$ cat config.mk
export PLATFORM = sky130hd
export DESIGN_NAME = interpolatorTop
export DESIGN_NICKNAME = d
export VERILOG_FILES = /design/src/common/interpPkg.sv /design/src/common/interpCtrlIf.sv /design/src/interpRegs/interpRegs.sv /design/src/source/cicInterpolator.sv /design/src/source/interpOutputStage.sv /design/src/source/interpolatorTop.sv
export SDC_FILE = /design/constraint.sdc
export NUM_CORES = 2
export LEC_CHECK = 0
export BUFFER_PORTS_ARGS = -buffer_cell sky130_fd_sc_hd__buf_2
export CAP_MARGIN = 20
export CORE_UTILIZATION = 60
export CTS_BUF_LIST = sky130_fd_sc_hd__clkbuf_4 sky130_fd_sc_hd__clkbuf_8
export CTS_CLUSTER_DIAMETER = 120
export DETAILED_ROUTE_END_ITERATION = 16
export GPL_TIMING_DRIVEN = 0
export PLACE_DENSITY = 0.77
export SYNTH_ARGS = -nofsm -noshare
export SYNTH_HDL_FRONTEND = slang
export SYNTH_HIERARCHICAL = 1
export SYNTH_SLANG_ARGS = --single-unit
$ cat constraint.sdc
create_clock -name clk -period 9.8 [get_ports clk]
set_input_delay 0.49 -clock clk [delete_from_list [all_inputs] [get_ports clk]]
set_output_delay 0.49 -clock clk [all_outputs]
set_load 0.03 [all_outputs]
$ cat src/common/interpPkg.sv
`default_nettype none

package interpPkg;

    // --------------------
    // widths
    // --------------------
    localparam int SAMPLE_W = 18;   // input and output samples, signed.
    localparam int CIC_W    = 48;   // integrators wrap at this width.
    localparam int BUS_W    = 32;
    localparam int ADDR_W   = 12;
    localparam int EXP_W    = 5;

    // --------------------
    // register map
    // --------------------
    typedef enum logic [ADDR_W-1:0] {
        REG_CONTROL    = 12'h000,
        REG_TEST_VALUE = 12'h004,
        REG_EXPONENT   = 12'h008,
        REG_MANTISSA   = 12'h00C
    } regAddrE;

    // control register layout.
    localparam int CTRL_W          = 2;
    localparam int CTRL_BYPASS_BIT = 0;
    localparam int CTRL_TEST_BIT   = 1;

    // test has priority over bypass when both control bits are set.
    typedef enum logic [1:0] {
        MODE_FILTER,
        MODE_BYPASS,
        MODE_TEST
    } outModeE;

    // the product is taken from bit 16 up, so 2^16 is a gain of one.
    localparam logic [SAMPLE_W-1:0] MANTISSA_RESET = 18'h10000;

endpackage

`default_nettype wire

$ cat src/common/interpCtrlIf.sv
`timescale 1ns/10ps
`default_nettype none

// Settings that only change on bus writes, so they are plain levels.
interface interpCtrlIf;
    import interpPkg::*;

    outModeE             outMode;
    logic [SAMPLE_W-1:0] testValue;
    logic [EXP_W-1:0]    exponent;   // arithmetic right shift of the CIC result.
    logic [SAMPLE_W-1:0] mantissa;   // unsigned gain.

    modport regs (
        output outMode,
        output testValue,
        output exponent,
        output mantissa
    );

    modport stage (
        input outMode,
        input testValue,
        input exponent,
        input mantissa
    );

endinterface

`default_nettype wire

$ cat src/interpRegs/interpRegs.sv
`timescale 1ns/10ps
`default_nettype none

module interpRegs (
    input  wire                          clk,
    input  wire                          rstN,
    input  wire                          clkEn,
    input  wire                          cs,
    input  wire                          wr0,
    input  wire                          wr1,
    input  wire                          wr2,
    input  wire                          wr3,
    input  wire  [interpPkg::ADDR_W-1:0] addr,
    input  wire  [interpPkg::BUS_W-1:0]  din,
    output logic [interpPkg::BUS_W-1:0]  dout,
    output logic                         cicClear,
    interpCtrlIf.regs                    ctrl
);
    import interpPkg::*;

    logic [CTRL_W-1:0]   control;
    logic [SAMPLE_W-1:0] testValue;
    logic [EXP_W-1:0]    exponent;
    logic [SAMPLE_W-1:0] mantissa;
    logic [3:0]          byteWr;
    logic                bypassNew;   // bypass as seen on the latest strobe.
    logic                bypassOld;

    assign byteWr = {wr3, wr2, wr1, wr0};

    // Replaces each byte lane of cur whose strobe is set.
    function automatic logic [BUS_W-1:0] mergeBytes(
        input logic [BUS_W-1:0] cur,
        input logic [BUS_W-1:0] wdata,
        input logic [3:0]       lanes
    );
        logic [BUS_W-1:0] merged;
        merged = cur;
        for (int i = 0; i < 4; i++) begin
            if (lanes[i]) begin
                merged[i*8 +: 8] = wdata[i*8 +: 8];
            end
        end
        return merged;
    endfunction

    // --------------------
    // bus writes
    // --------------------
    always_ff @(posedge clk or negedge rstN) begin
        if (!rstN) begin
            control   <= '0;
            testValue <= '0;
            exponent  <= '0;
            mantissa  <= MANTISSA_RESET;
        end else if (cs) begin
            case (addr)
                REG_CONTROL:    control   <= CTRL_W'(mergeBytes(BUS_W'(control), din, byteWr));
                REG_TEST_VALUE: testValue <= SAMPLE_W'(mergeBytes(BUS_W'(testValue), din, byteWr));
                REG_EXPONENT:   exponent  <= EXP_W'(mergeBytes(BUS_W'(exponent), din, byteWr));
                REG_MANTISSA:   mantissa  <= SAMPLE_W'(mergeBytes(BUS_W'(mantissa), din, byteWr));
                default:        ;   // unmapped words ignore writes.
            endcase
        end
    end

    // readback is combinational and zero when not selected.
    always_comb begin
        dout = '0;
        if (cs) begin
            case (addr)
                REG_CONTROL:    dout = BUS_W'(control);
                REG_TEST_VALUE: dout = BUS_W'(testValue);
                REG_EXPONENT:   dout = BUS_W'(exponent);
                REG_MANTISSA:   dout = BUS_W'(mantissa);
                default:        dout = '0;
            endcase
        end
    end

    assign ctrl.outMode   = control[CTRL_TEST_BIT]   ? MODE_TEST   :
                            control[CTRL_BYPASS_BIT] ? MODE_BYPASS : MODE_FILTER;
    assign ctrl.testValue = testValue;
    assign ctrl.exponent  = exponent;
    assign ctrl.mantissa  = mantissa;

    // --------------------
    // leaving bypass
    // --------------------
    always_ff @(posedge clk or negedge rstN) begin
        if (!rstN) begin
            bypassNew <= 1'b0;
            bypassOld <= 1'b0;
        end else if (clkEn) begin
            bypassNew <= control[CTRL_BYPASS_BIT];
            bypassOld <= bypassNew;
        end
    end

    // Fires on the strobe after the 1 to 0 step was captured, for exactly one clock.
    assign cicClear = clkEn & bypassOld & ~bypassNew;

endmodule

`default_nettype wire

$ cat src/source/cicInterpolator.sv
`timescale 1ns/10ps
`default_nettype none

module cicInterpolator #(
    parameter int RATE   = 8,
    parameter int STAGES = 3
) (
    input  wire                            clk,
    input  wire                            rstN,
    input  wire                            clkEn,
    input  wire                            cicClear,
    input  wire  [interpPkg::SAMPLE_W-1:0] dataIn,
    output logic [interpPkg::CIC_W-1:0]    cicOut
);
    import interpPkg::*;

    localparam int PHASE_W = (RATE > 1) ? $clog2(RATE) : 1;

    logic [PHASE_W-1:0] phase;
    logic               sampleStrobe;          // clkEn on phase 0, the input rate.
    logic [CIC_W-1:0]   combData  [STAGES+1];  // entry 0 is the widened input.
    logic [CIC_W-1:0]   combDelay [STAGES];
    logic [CIC_W-1:0]   integ     [STAGES];
    logic [CIC_W-1:0]   integFeed;

    assign sampleStrobe = clkEn && (phase == '0);

    // --------------------
    // phase counter
    // --------------------
    always_ff @(posedge clk or negedge rstN) begin
        if (!rstN) begin
            phase <= '0;
        end else if (cicClear) begin
            phase <= '0;
        end else if (clkEn) begin
            if (phase == PHASE_W'(RATE - 1)) begin
                phase <= '0;
            end else begin
                phase <= phase + 1'b1;
            end
        end
    end

    // --------------------
    // comb chain
    // --------------------
    assign combData[0] = {{(CIC_W - SAMPLE_W){dataIn[SAMPLE_W-1]}}, dataIn};

    // Each comb is a first difference against the previous accepted sample.
    for (genvar s = 0; s < STAGES; s++) begin : gComb
        assign combData[s+1] = combData[s] - combDelay[s];

        always_ff @(posedge clk or negedge rstN) begin
            if (!rstN) begin
                combDelay[s] <= '0;
            end else if (cicClear) begin
                combDelay[s] <= '0;
            end else if (sampleStrobe) begin
                combDelay[s] <= combData[s];
            end
        end
    end

    // zero stuffing between accepted samples.
    assign integFeed = sampleStrobe ? combData[STAGES] : '0;

    // --------------------
    // integrator chain
    // --------------------
    for (genvar s = 0; s < STAGES; s++) begin : gInteg
        logic [CIC_W-1:0] stageIn;

        if (s == 0) begin : gFirst
            assign stageIn = integFeed;
        end else begin : gNext
            assign stageIn = integ[s-1];   // registered value of the previous sum.
        end

        always_ff @(posedge clk or negedge rstN) begin
            if (!rstN) begin
                integ[s] <= '0;
            end else if (cicClear) begin
                integ[s] <= '0;
            end else if (clkEn) begin
                integ[s] <= integ[s] + stageIn;   // wraps at CIC_W.
            end
        end
    end

    assign cicOut = integ[STAGES-1];

endmodule

`default_nettype wire

$ cat src/source/interpOutputStage.sv
`timescale 1ns/10ps
`default_nettype none

module interpOutputStage (
    input  wire                            clk,
    input  wire                            rstN,
    input  wire                            clkEn,
    input  wire                            cicClear,
    input  wire  [interpPkg::SAMPLE_W-1:0] dataIn,
    input  wire  [interpPkg::CIC_W-1:0]    cicOut,
    output logic [interpPkg::SAMPLE_W-1:0] dataOut,
    interpCtrlIf.stage                     ctrl
);
    import interpPkg::*;

    // signed sample times the mantissa widened to 19 signed bits.
    localparam int PROD_W    = 2 * SAMPLE_W + 1;
    localparam int SLICE_LSB = 16;

    logic signed [CIC_W-1:0]  shifted;
    logic [SAMPLE_W-1:0]      satValue;
    logic [SAMPLE_W-1:0]      shiftReg;
    logic signed [PROD_W-1:0] product;
    logic [SAMPLE_W-1:0]      prodReg;

    // --------------------
    // shift and saturate
    // --------------------
    assign shifted = $signed(cicOut) >>> ctrl.exponent;

    // In range only when every bit above the sample sign bit matches bit 47.
    always_comb begin
        if (!shifted[CIC_W-1] && (|shifted[CIC_W-2:SAMPLE_W-1])) begin
            satValue = {1'b0, {(SAMPLE_W-1){1'b1}}};
        end else if (shifted[CIC_W-1] && !(&shifted[CIC_W-2:SAMPLE_W-1])) begin
            satValue = {1'b1, {(SAMPLE_W-1){1'b0}}};
        end else begin
            satValue = shifted[SAMPLE_W-1:0];
        end
    end

    // --------------------
    // gain
    // --------------------
    assign product = $signed(shiftReg) * $signed({1'b0, ctrl.mantissa});

    always_ff @(posedge clk or negedge rstN) begin
        if (!rstN) begin
            shiftReg <= '0;
            prodReg  <= '0;
        end else if (cicClear) begin
            shiftReg <= '0;
            prodReg  <= '0;
        end else if (clkEn) begin
            shiftReg <= satValue;
            prodReg  <= product[SLICE_LSB +: SAMPLE_W];   // bits 33 down to 16.
        end
    end

    // --------------------
    // output select
    // --------------------
    always_ff @(posedge clk or negedge rstN) begin
        if (!rstN) begin
            dataOut <= '0;
        end else begin
            case (ctrl.outMode)
                MODE_TEST: begin
                    dataOut <= ctrl.testValue;   // follows the register without clkEn.
                end
                MODE_BYPASS: begin
                    if (clkEn) begin
                        dataOut <= dataIn;
                    end
                end
                default: begin
                    if (clkEn) begin
                        dataOut <= prodReg;
                    end
                end
            endcase
        end
    end

endmodule

`default_nettype wire

$ cat src/source/interpolatorTop.sv
`timescale 1ns/10ps
`default_nettype none

module interpolatorTop #(
    parameter int RATE   = 8,
    parameter int STAGES = 3
) (
    input  wire                            clk,
    input  wire                            rstN,
    input  wire                            clkEn,
    input  wire                            cs,
    input  wire                            wr0,
    input  wire                            wr1,
    input  wire                            wr2,
    input  wire                            wr3,
    input  wire  [interpPkg::ADDR_W-1:0]   addr,
    input  wire  [interpPkg::BUS_W-1:0]    din,
    output logic [interpPkg::BUS_W-1:0]    dout,
    input  wire  [interpPkg::SAMPLE_W-1:0] dataIn,
    output logic [interpPkg::SAMPLE_W-1:0] dataOut
);
    import interpPkg::*;

    logic             cicClear;
    logic [CIC_W-1:0] cicOut;

    interpCtrlIf ctrlBus ();

    interpRegs regs (
        .clk      (clk),
        .rstN     (rstN),
        .clkEn    (clkEn),
        .cs       (cs),
        .wr0      (wr0),
        .wr1      (wr1),
        .wr2      (wr2),
        .wr3      (wr3),
        .addr     (addr),
        .din      (din),
        .dout     (dout),
        .cicClear (cicClear),
        .ctrl     (ctrlBus.regs)
    );

    cicInterpolator #(
        .RATE   (RATE),
        .STAGES (STAGES)
    ) cic (
        .clk      (clk),
        .rstN     (rstN),
        .clkEn    (clkEn),
        .cicClear (cicClear),
        .dataIn   (dataIn),
        .cicOut   (cicOut)
    );

    interpOutputStage outStage (
        .clk      (clk),
        .rstN     (rstN),
        .clkEn    (clkEn),
        .cicClear (cicClear),
        .dataIn   (dataIn),
        .cicOut   (cicOut),
        .dataOut  (dataOut),
        .ctrl     (ctrlBus.stage)
    );

endmodule

`default_nettype wire

# After elaboration in Yosys (flattened, before gate mapping)
# Index checks and enable logic that the tools add are counted.
# totals
regBits	390
word_cells	89
output_inout_bits	50
inputBits	70
# classes
n_shift	1
n_eq_ne	7
n_mul	1
mux	29
bitwise_logic	3
add_sub_neg	7
n_reduce_logical	21
# op_table
cell	count
48-bit two-way mux	13
48-bit adder	3
18-bit two-way mux	8
48-bit subtractor	3
18-bit one-hot mux with 4 select lines	1
48-bit by 5-bit >>> shifter with 48-bit output	1
18-bit one-hot mux with 2 select lines	1
18-bit by 19-bit multiplier with 34-bit output	1
32-bit two-way mux	1
30-bit AND reduction	1
30-bit OR reduction	1
12-bit by 4-bit == test with 1-bit output (second input constant)	2
3-bit AND reduction	8
12-bit by 3-bit == test with 1-bit output (second input constant)	1
12-bit logical NOT	1
3-bit two-way mux	3
2-bit nonzero test	3
3-bit by 1-bit adder with 3-bit output (second input constant)	1
3-bit == test (second input constant)	1
1-bit logical AND	3
3-bit logical NOT	1
1-bit AND	2
2-bit by 1-bit == test with 1-bit output (second input constant)	1
2-bit == test (second input constant)	1
6 further kinds	7

# Longest topological paths before layout
# logic_depth
depth_word	8
ltp_mapped	51
depth_no_buf	49

# By module
# The synthesis kept the hierarchy.
# modules_own_cells
module	area_per_inst_um2	cells_per_inst	instances	seq_area_each_um2
cicInterpolator	23779.1	2969	1	6531.3
interpOutputStage	15743.8	1808	1	1351.3
interpRegs	2322.2	181	1	1127.3

# Worst setup path before layout
# OpenSTA, ideal clock, no wires.
# synth_path
kind	input -> register
from	input dataIn[0] (netlist bit)
to	register cic.integ, in the netlist cic/gInteg[1].stageIn[47]
required_time_ns	9.672
t_arrival_ns	8.682
slack_ns	0.991
stages	50
path_buffers	2
setup_ns	0.128
path_cell_list	inv_1 -> ha_1 -> fa_1 -> nor2b_1 -> o21ai_0 -> nand2b_1 -> a21o_1 -> a21o_1 -> a21oi_1 -> o21bai_1 -> a21oi_1 -> o21ai_1 -> a31oi_1 -> o21ai_1 -> clkbuf_1 -> nand2_1 -> ha_1 -> and3_1 -> [14 not listed] -> and2_1 -> a21oi_1 -> xor2_1 -> nor2_1 -> ha_1 -> clkbuf_1 -> a21o_1 -> a21o_1 -> a21o_1 -> a21o_1 -> a21oi_1 -> nor2b_1 -> o21ai_0 -> nand2b_1 -> a21oi_1 -> nand2_1 -> mux2i_1 -> mux2_1
# synth_between
elab_chain_cells	7
# synth_rtl
item	line_no	text
start: declaration	interpolatorTop.sv:19	input wire [interpPkg::SAMPLE_W-1:0] dataIn,
48-bit subtractor (3 in a row)	cicInterpolator.sv:52	assign combData[s+1] = combData[s] - combDelay[s];
48-bit two-way mux	cicInterpolator.sv:66	assign integFeed = sampleStrobe ? combData[STAGES] : '0;
48-bit adder	cicInterpolator.sv:86	integ[s] <= integ[s] + stageIn;
48-bit two-way mux	cicInterpolator.sv:85	end else if (clkEn) begin
48-bit two-way mux	cicInterpolator.sv:83	end else if (cicClear) begin
end signal: indexed assignment	cicInterpolator.sv:86	
end: declaration	cicInterpolator.sv:23	logic [CIC_W-1:0] integ [STAGES];
# Every way passes these cells. The select of a mux whose other input is x is not followed.
# A chain may end at the register's enable or synchronous reset.

# Final worst setup path
# layout_path
from	register cic/combDelay[96] (netlist bit)
to	register cic.integ, in the netlist cic/gInteg[1].stageIn[47]
# layout_between
elab_chain_cells	7
# layout_rtl
item	line_no	text
start: declaration	cicInterpolator.sv:22	logic [CIC_W-1:0] combDelay [STAGES];
start signal: indexed assignment	cicInterpolator.sv:60	combDelay[s] <= combData[s];
48-bit subtractor (3 in a row)	cicInterpolator.sv:52	
48-bit two-way mux	cicInterpolator.sv:66	
48-bit adder	cicInterpolator.sv:86	
48-bit two-way mux	cicInterpolator.sv:85	
48-bit two-way mux	cicInterpolator.sv:83	
# Every way passes these cells. The select of a mux whose other input is x is not followed.

==> key figures <==
Run status
  – Status: completed

Timing
  – Clock skew: 0.0636 ns
  – Achievable Freq: approximately 0.11 GHz
  – Slew Viols, Final: 0
  – Hold Slack: around 0.066 ns
  – Final Cycle Share: between 90% and 100%
  – Max_slew headroom: 22.9%
  – Worst Tran Pin Value: ~1.2 ns
  – Final setup violation count: 0
  – Min Tclk post-route: between 9 and 10 ns
  – Hold Violations, Final: 0

Critical path
  – Crit-path leading delay family: compound AO/OA/AOI/OAI gates
  – Kind of critical path: reg2reg
  – Worst EP arrival: just under 10 ns
  – Worst EP required: 10.37 ns
  – Startpoint types: flop
  – Setup crit end kind: flop
  – Buf/Inv on CP: 1
  – Critical path's most frequent cell: a21o_1
  – CP max stage cell: fa_1
  – Crit-path max cell delay: ~0.42 ns
  – Crit Path Max Fanout: 10

Routing
  – DRC viols: 0
  – Vias: ~37000
  – Drt via density: 6.07
  – Initial DRT Pass Iterations: 6
  – Wirelength per Cell: approximately 20 um
  – Antenna Nets Post-Route: 0
  – Iter 0 DRT Violations: approximately 3200
  – Final WL: roughly 120000 um

Global route
  – GRT Total Usage: between 30% and 40%
  – First-pass GRT wire length: approximately 190000 um
  – Initial antenna violation count: 2
  – GRT overflow: 0
  – Number of global-route vias before repair: about 36000
  – Largest net degree at the start of global routing: 120

Floorplanning
  – Initial cell density of the core: 60.8%
  – IO Pins: 120
  – Cell Rows: 96
  – Die area: 70800 um^2
  – Die height: ~270 um
  – Die width: between 200 and 300 um
  – Core area: 68800 um^2

Clock network
  – Clk slew on worst S/H paths: 0.06 ns
  – Root Buffer: clkbuf_8
  – TritonCTS buffer count: 69
  – CTS max path bufs: 3
  – H-tree levels: 3
  – Insertion delay of the later-clocked pin in the worst-skew pair: between 0.6 and 0.7 ns
  – Clk sinks: 360
  – CTS tree: yes

Synth
  – Yosys cell types: between 100 and 150
  – Commonest cells post-synth: 599 x nand2_1, 489 x inv_1, 409 x nor2_1, 404 x a21oi_1, 368 x ha_1
  – Top cells by area, synth: dfrtp_1 21%, fa_1 12%, ha_1 11%, nand2_1 5.4%, a21oi_1 4.8%
  – Post-synth EDFFs: 0
  – Top-count cell post-synth: nand2_1
  – Yosys reg bits: 360
  – Dominant cell type by area after synthesis: dfrtp_1
  – Post-Syn Instances: just under 5000
  – Post-synth top flop: dfrtp_1
  – Post-synth top area share: around 21%
  – YS warnings: 6
  – Mapped Area: between 40000 and 50000 um^2
  – Fraction of registers with async set/reset: 100%
  – Syn avg cell area: about 8.4 um^2
  – Register area share after synthesis: 21.5%

Place
  – Placer Congestion: slightly below 1
  – HPWL after DPL: around 96000 um
  – Port bufs: 90
  – Placed Cells: about 6000

Run
  – Number of max-cap violations: 0

Final layout
  – Final #Nets: about 6000
  – Final Non-Filler Cells: around 6100
  – Layout area overhead: 8.85%
  – Ratio of cells with drive above 1 in the final layout: a little under a tenth
  – Final core occ: ~66%
  – Fillcell total: 5812

Hold path
  – Worst hold path type: in2reg
-- timing repair --
| item | in CTS | in global routing |
|---|---|---|
| endpoints found under the setup margin | 3 | 9 |
| gates resized for setup | 9 | 57 |
| hold endpoints to repair | 67 | 0 |
| buffers inserted | 0 | 9 |
| hold buffers | 1 | 0 |
| pin swaps | 0 | 12 |
| cloned | 0 | 0 |
-- routing by layer --
layer,vias up,part of all wire (%),GRT usage [%]
met2,1498,46,55.5
met1,17995,42,45.2
met3,387,7.0,4.96
li1,17324,-,-
met5,-,0.013,0
met4,2,5.5,18.1
-- cell type report --
cell class              instances  area [um^2]  area share (%)
diodes                          2         5.00          0.0110
plain buffers                 246         1090            2.40
clock buffers                 110         1400            3.06
clock inverters                13          146           0.321
inverters                     494         1850            4.07
multi-input cells            3869        30300            66.4
flip-flops and latches        360         9010            19.8
well taps                     931         1160            2.56
repair buffers                103          621            1.36
-- flip-flops by register name, summed over array words and instances (netlist names) --
register / flops
cic/cicOut: 48
cic/combDelay: 114
cic/gInteg.stageIn: 96
cic/phase: 3
outStage/dataOut: 18
outStage/prodReg: 18
outStage/shiftReg: 18
regs/bypassNew: 1
regs/bypassOld: 1
regs/control: 2
regs/ctrl.exponent: 5
regs/ctrl.mantissa: 18
regs/ctrl.testValue: 18
-- layout by cell type, fill, tap and decap left out, types with 15 or more instances in the layout --
master      n
xnor2_1   138
nand3_1    51
a211oi_1   31
dfrtp_1   359
xor2_1     93
nor2_1    408
nand2b_1   41
ha_1      360
and3_1     30
inv_1     489
nor3_1     61
o211ai_1   21
a31oi_1    29
mux2_2     80
or3_1      15
o21ai_1    32
mux4_2     28
a221o_1    22
fa_1      261
o21a_1     36
clkbuf_1  185
o21bai_1   36
clkbuf_8   91
buf_1      22
clkbuf_4   19
nor2b_1    43
a22oi_1    23
nand2_1   599
nand4_1    50
a21o_1    195
nor4_1     16
a21oi_1   397
mux2i_1   178
buf_4      26
o21ai_0   164
and2_1    174
buf_2     100
-- cell families (layout without fill, tap and decap cells) --
group | count (synthesis) | in the layout | synth area share (%)
buffers and inverters | 742 | 966 | 7.05
other | 1 | 16 | 0.00896
DFF | 360 | 360 | 21.5
xor gates and xnor gates | 241 | 241 | 5.08
muxes | 295 | 295 | 8.21
and+or+nand+nor | 1544 | 1544 | 17.0
AOI/OAI and AO/OA | 1146 | 1146 | 17.6
adders and majority gates | 629 | 629 | 23.5
-- stage by stage --
stage	setup slack [ns]	area, um^2	TNS, ns
final	0.475	45500	0
after global routing	-0.0858	45500	-0.0946
after CTS	0.0249	45200	0
after detailed placement	-0.660	43600	-1.90
after global placement	-0.611	43500	-1.83
after floorplan	0.991	41900	0
-- worst paths after layout --
path / start / to / slack (ns) / depth (start not counted)
min reg2reg: cic/combDelay[93]$_DFFE_PN0P_ / cic/combDelay[93]$_DFFE_PN0P_ / 0.47 / 1
max in group asynchronous: rstN / outStage/dataOut[1]$_DFFE_PN0P_ / 8.02 / 4
max reg2reg: cic/combDelay[96]$_DFFE_PN0P_ / cic/gInteg[1].stageIn[47]$_DFFE_PN0P_ / 0.48 / 48
min: din[5] / regs/ctrl.mantissa[5]$_DFFE_PN0P_ / 0.07 / 2
max: cic/combDelay[96]$_DFFE_PN0P_ / cic/gInteg[1].stageIn[47]$_DFFE_PN0P_ / 0.48 / 48
min in group asynchronous: rstN / cic/gInteg[2].stageIn[16]$_DFFE_PN0P_ / 0.33 / 2
Power is left out: the tool's default activity adds up to more than one toggle a clock period on the data nets, which glitch-free logic cannot reach.
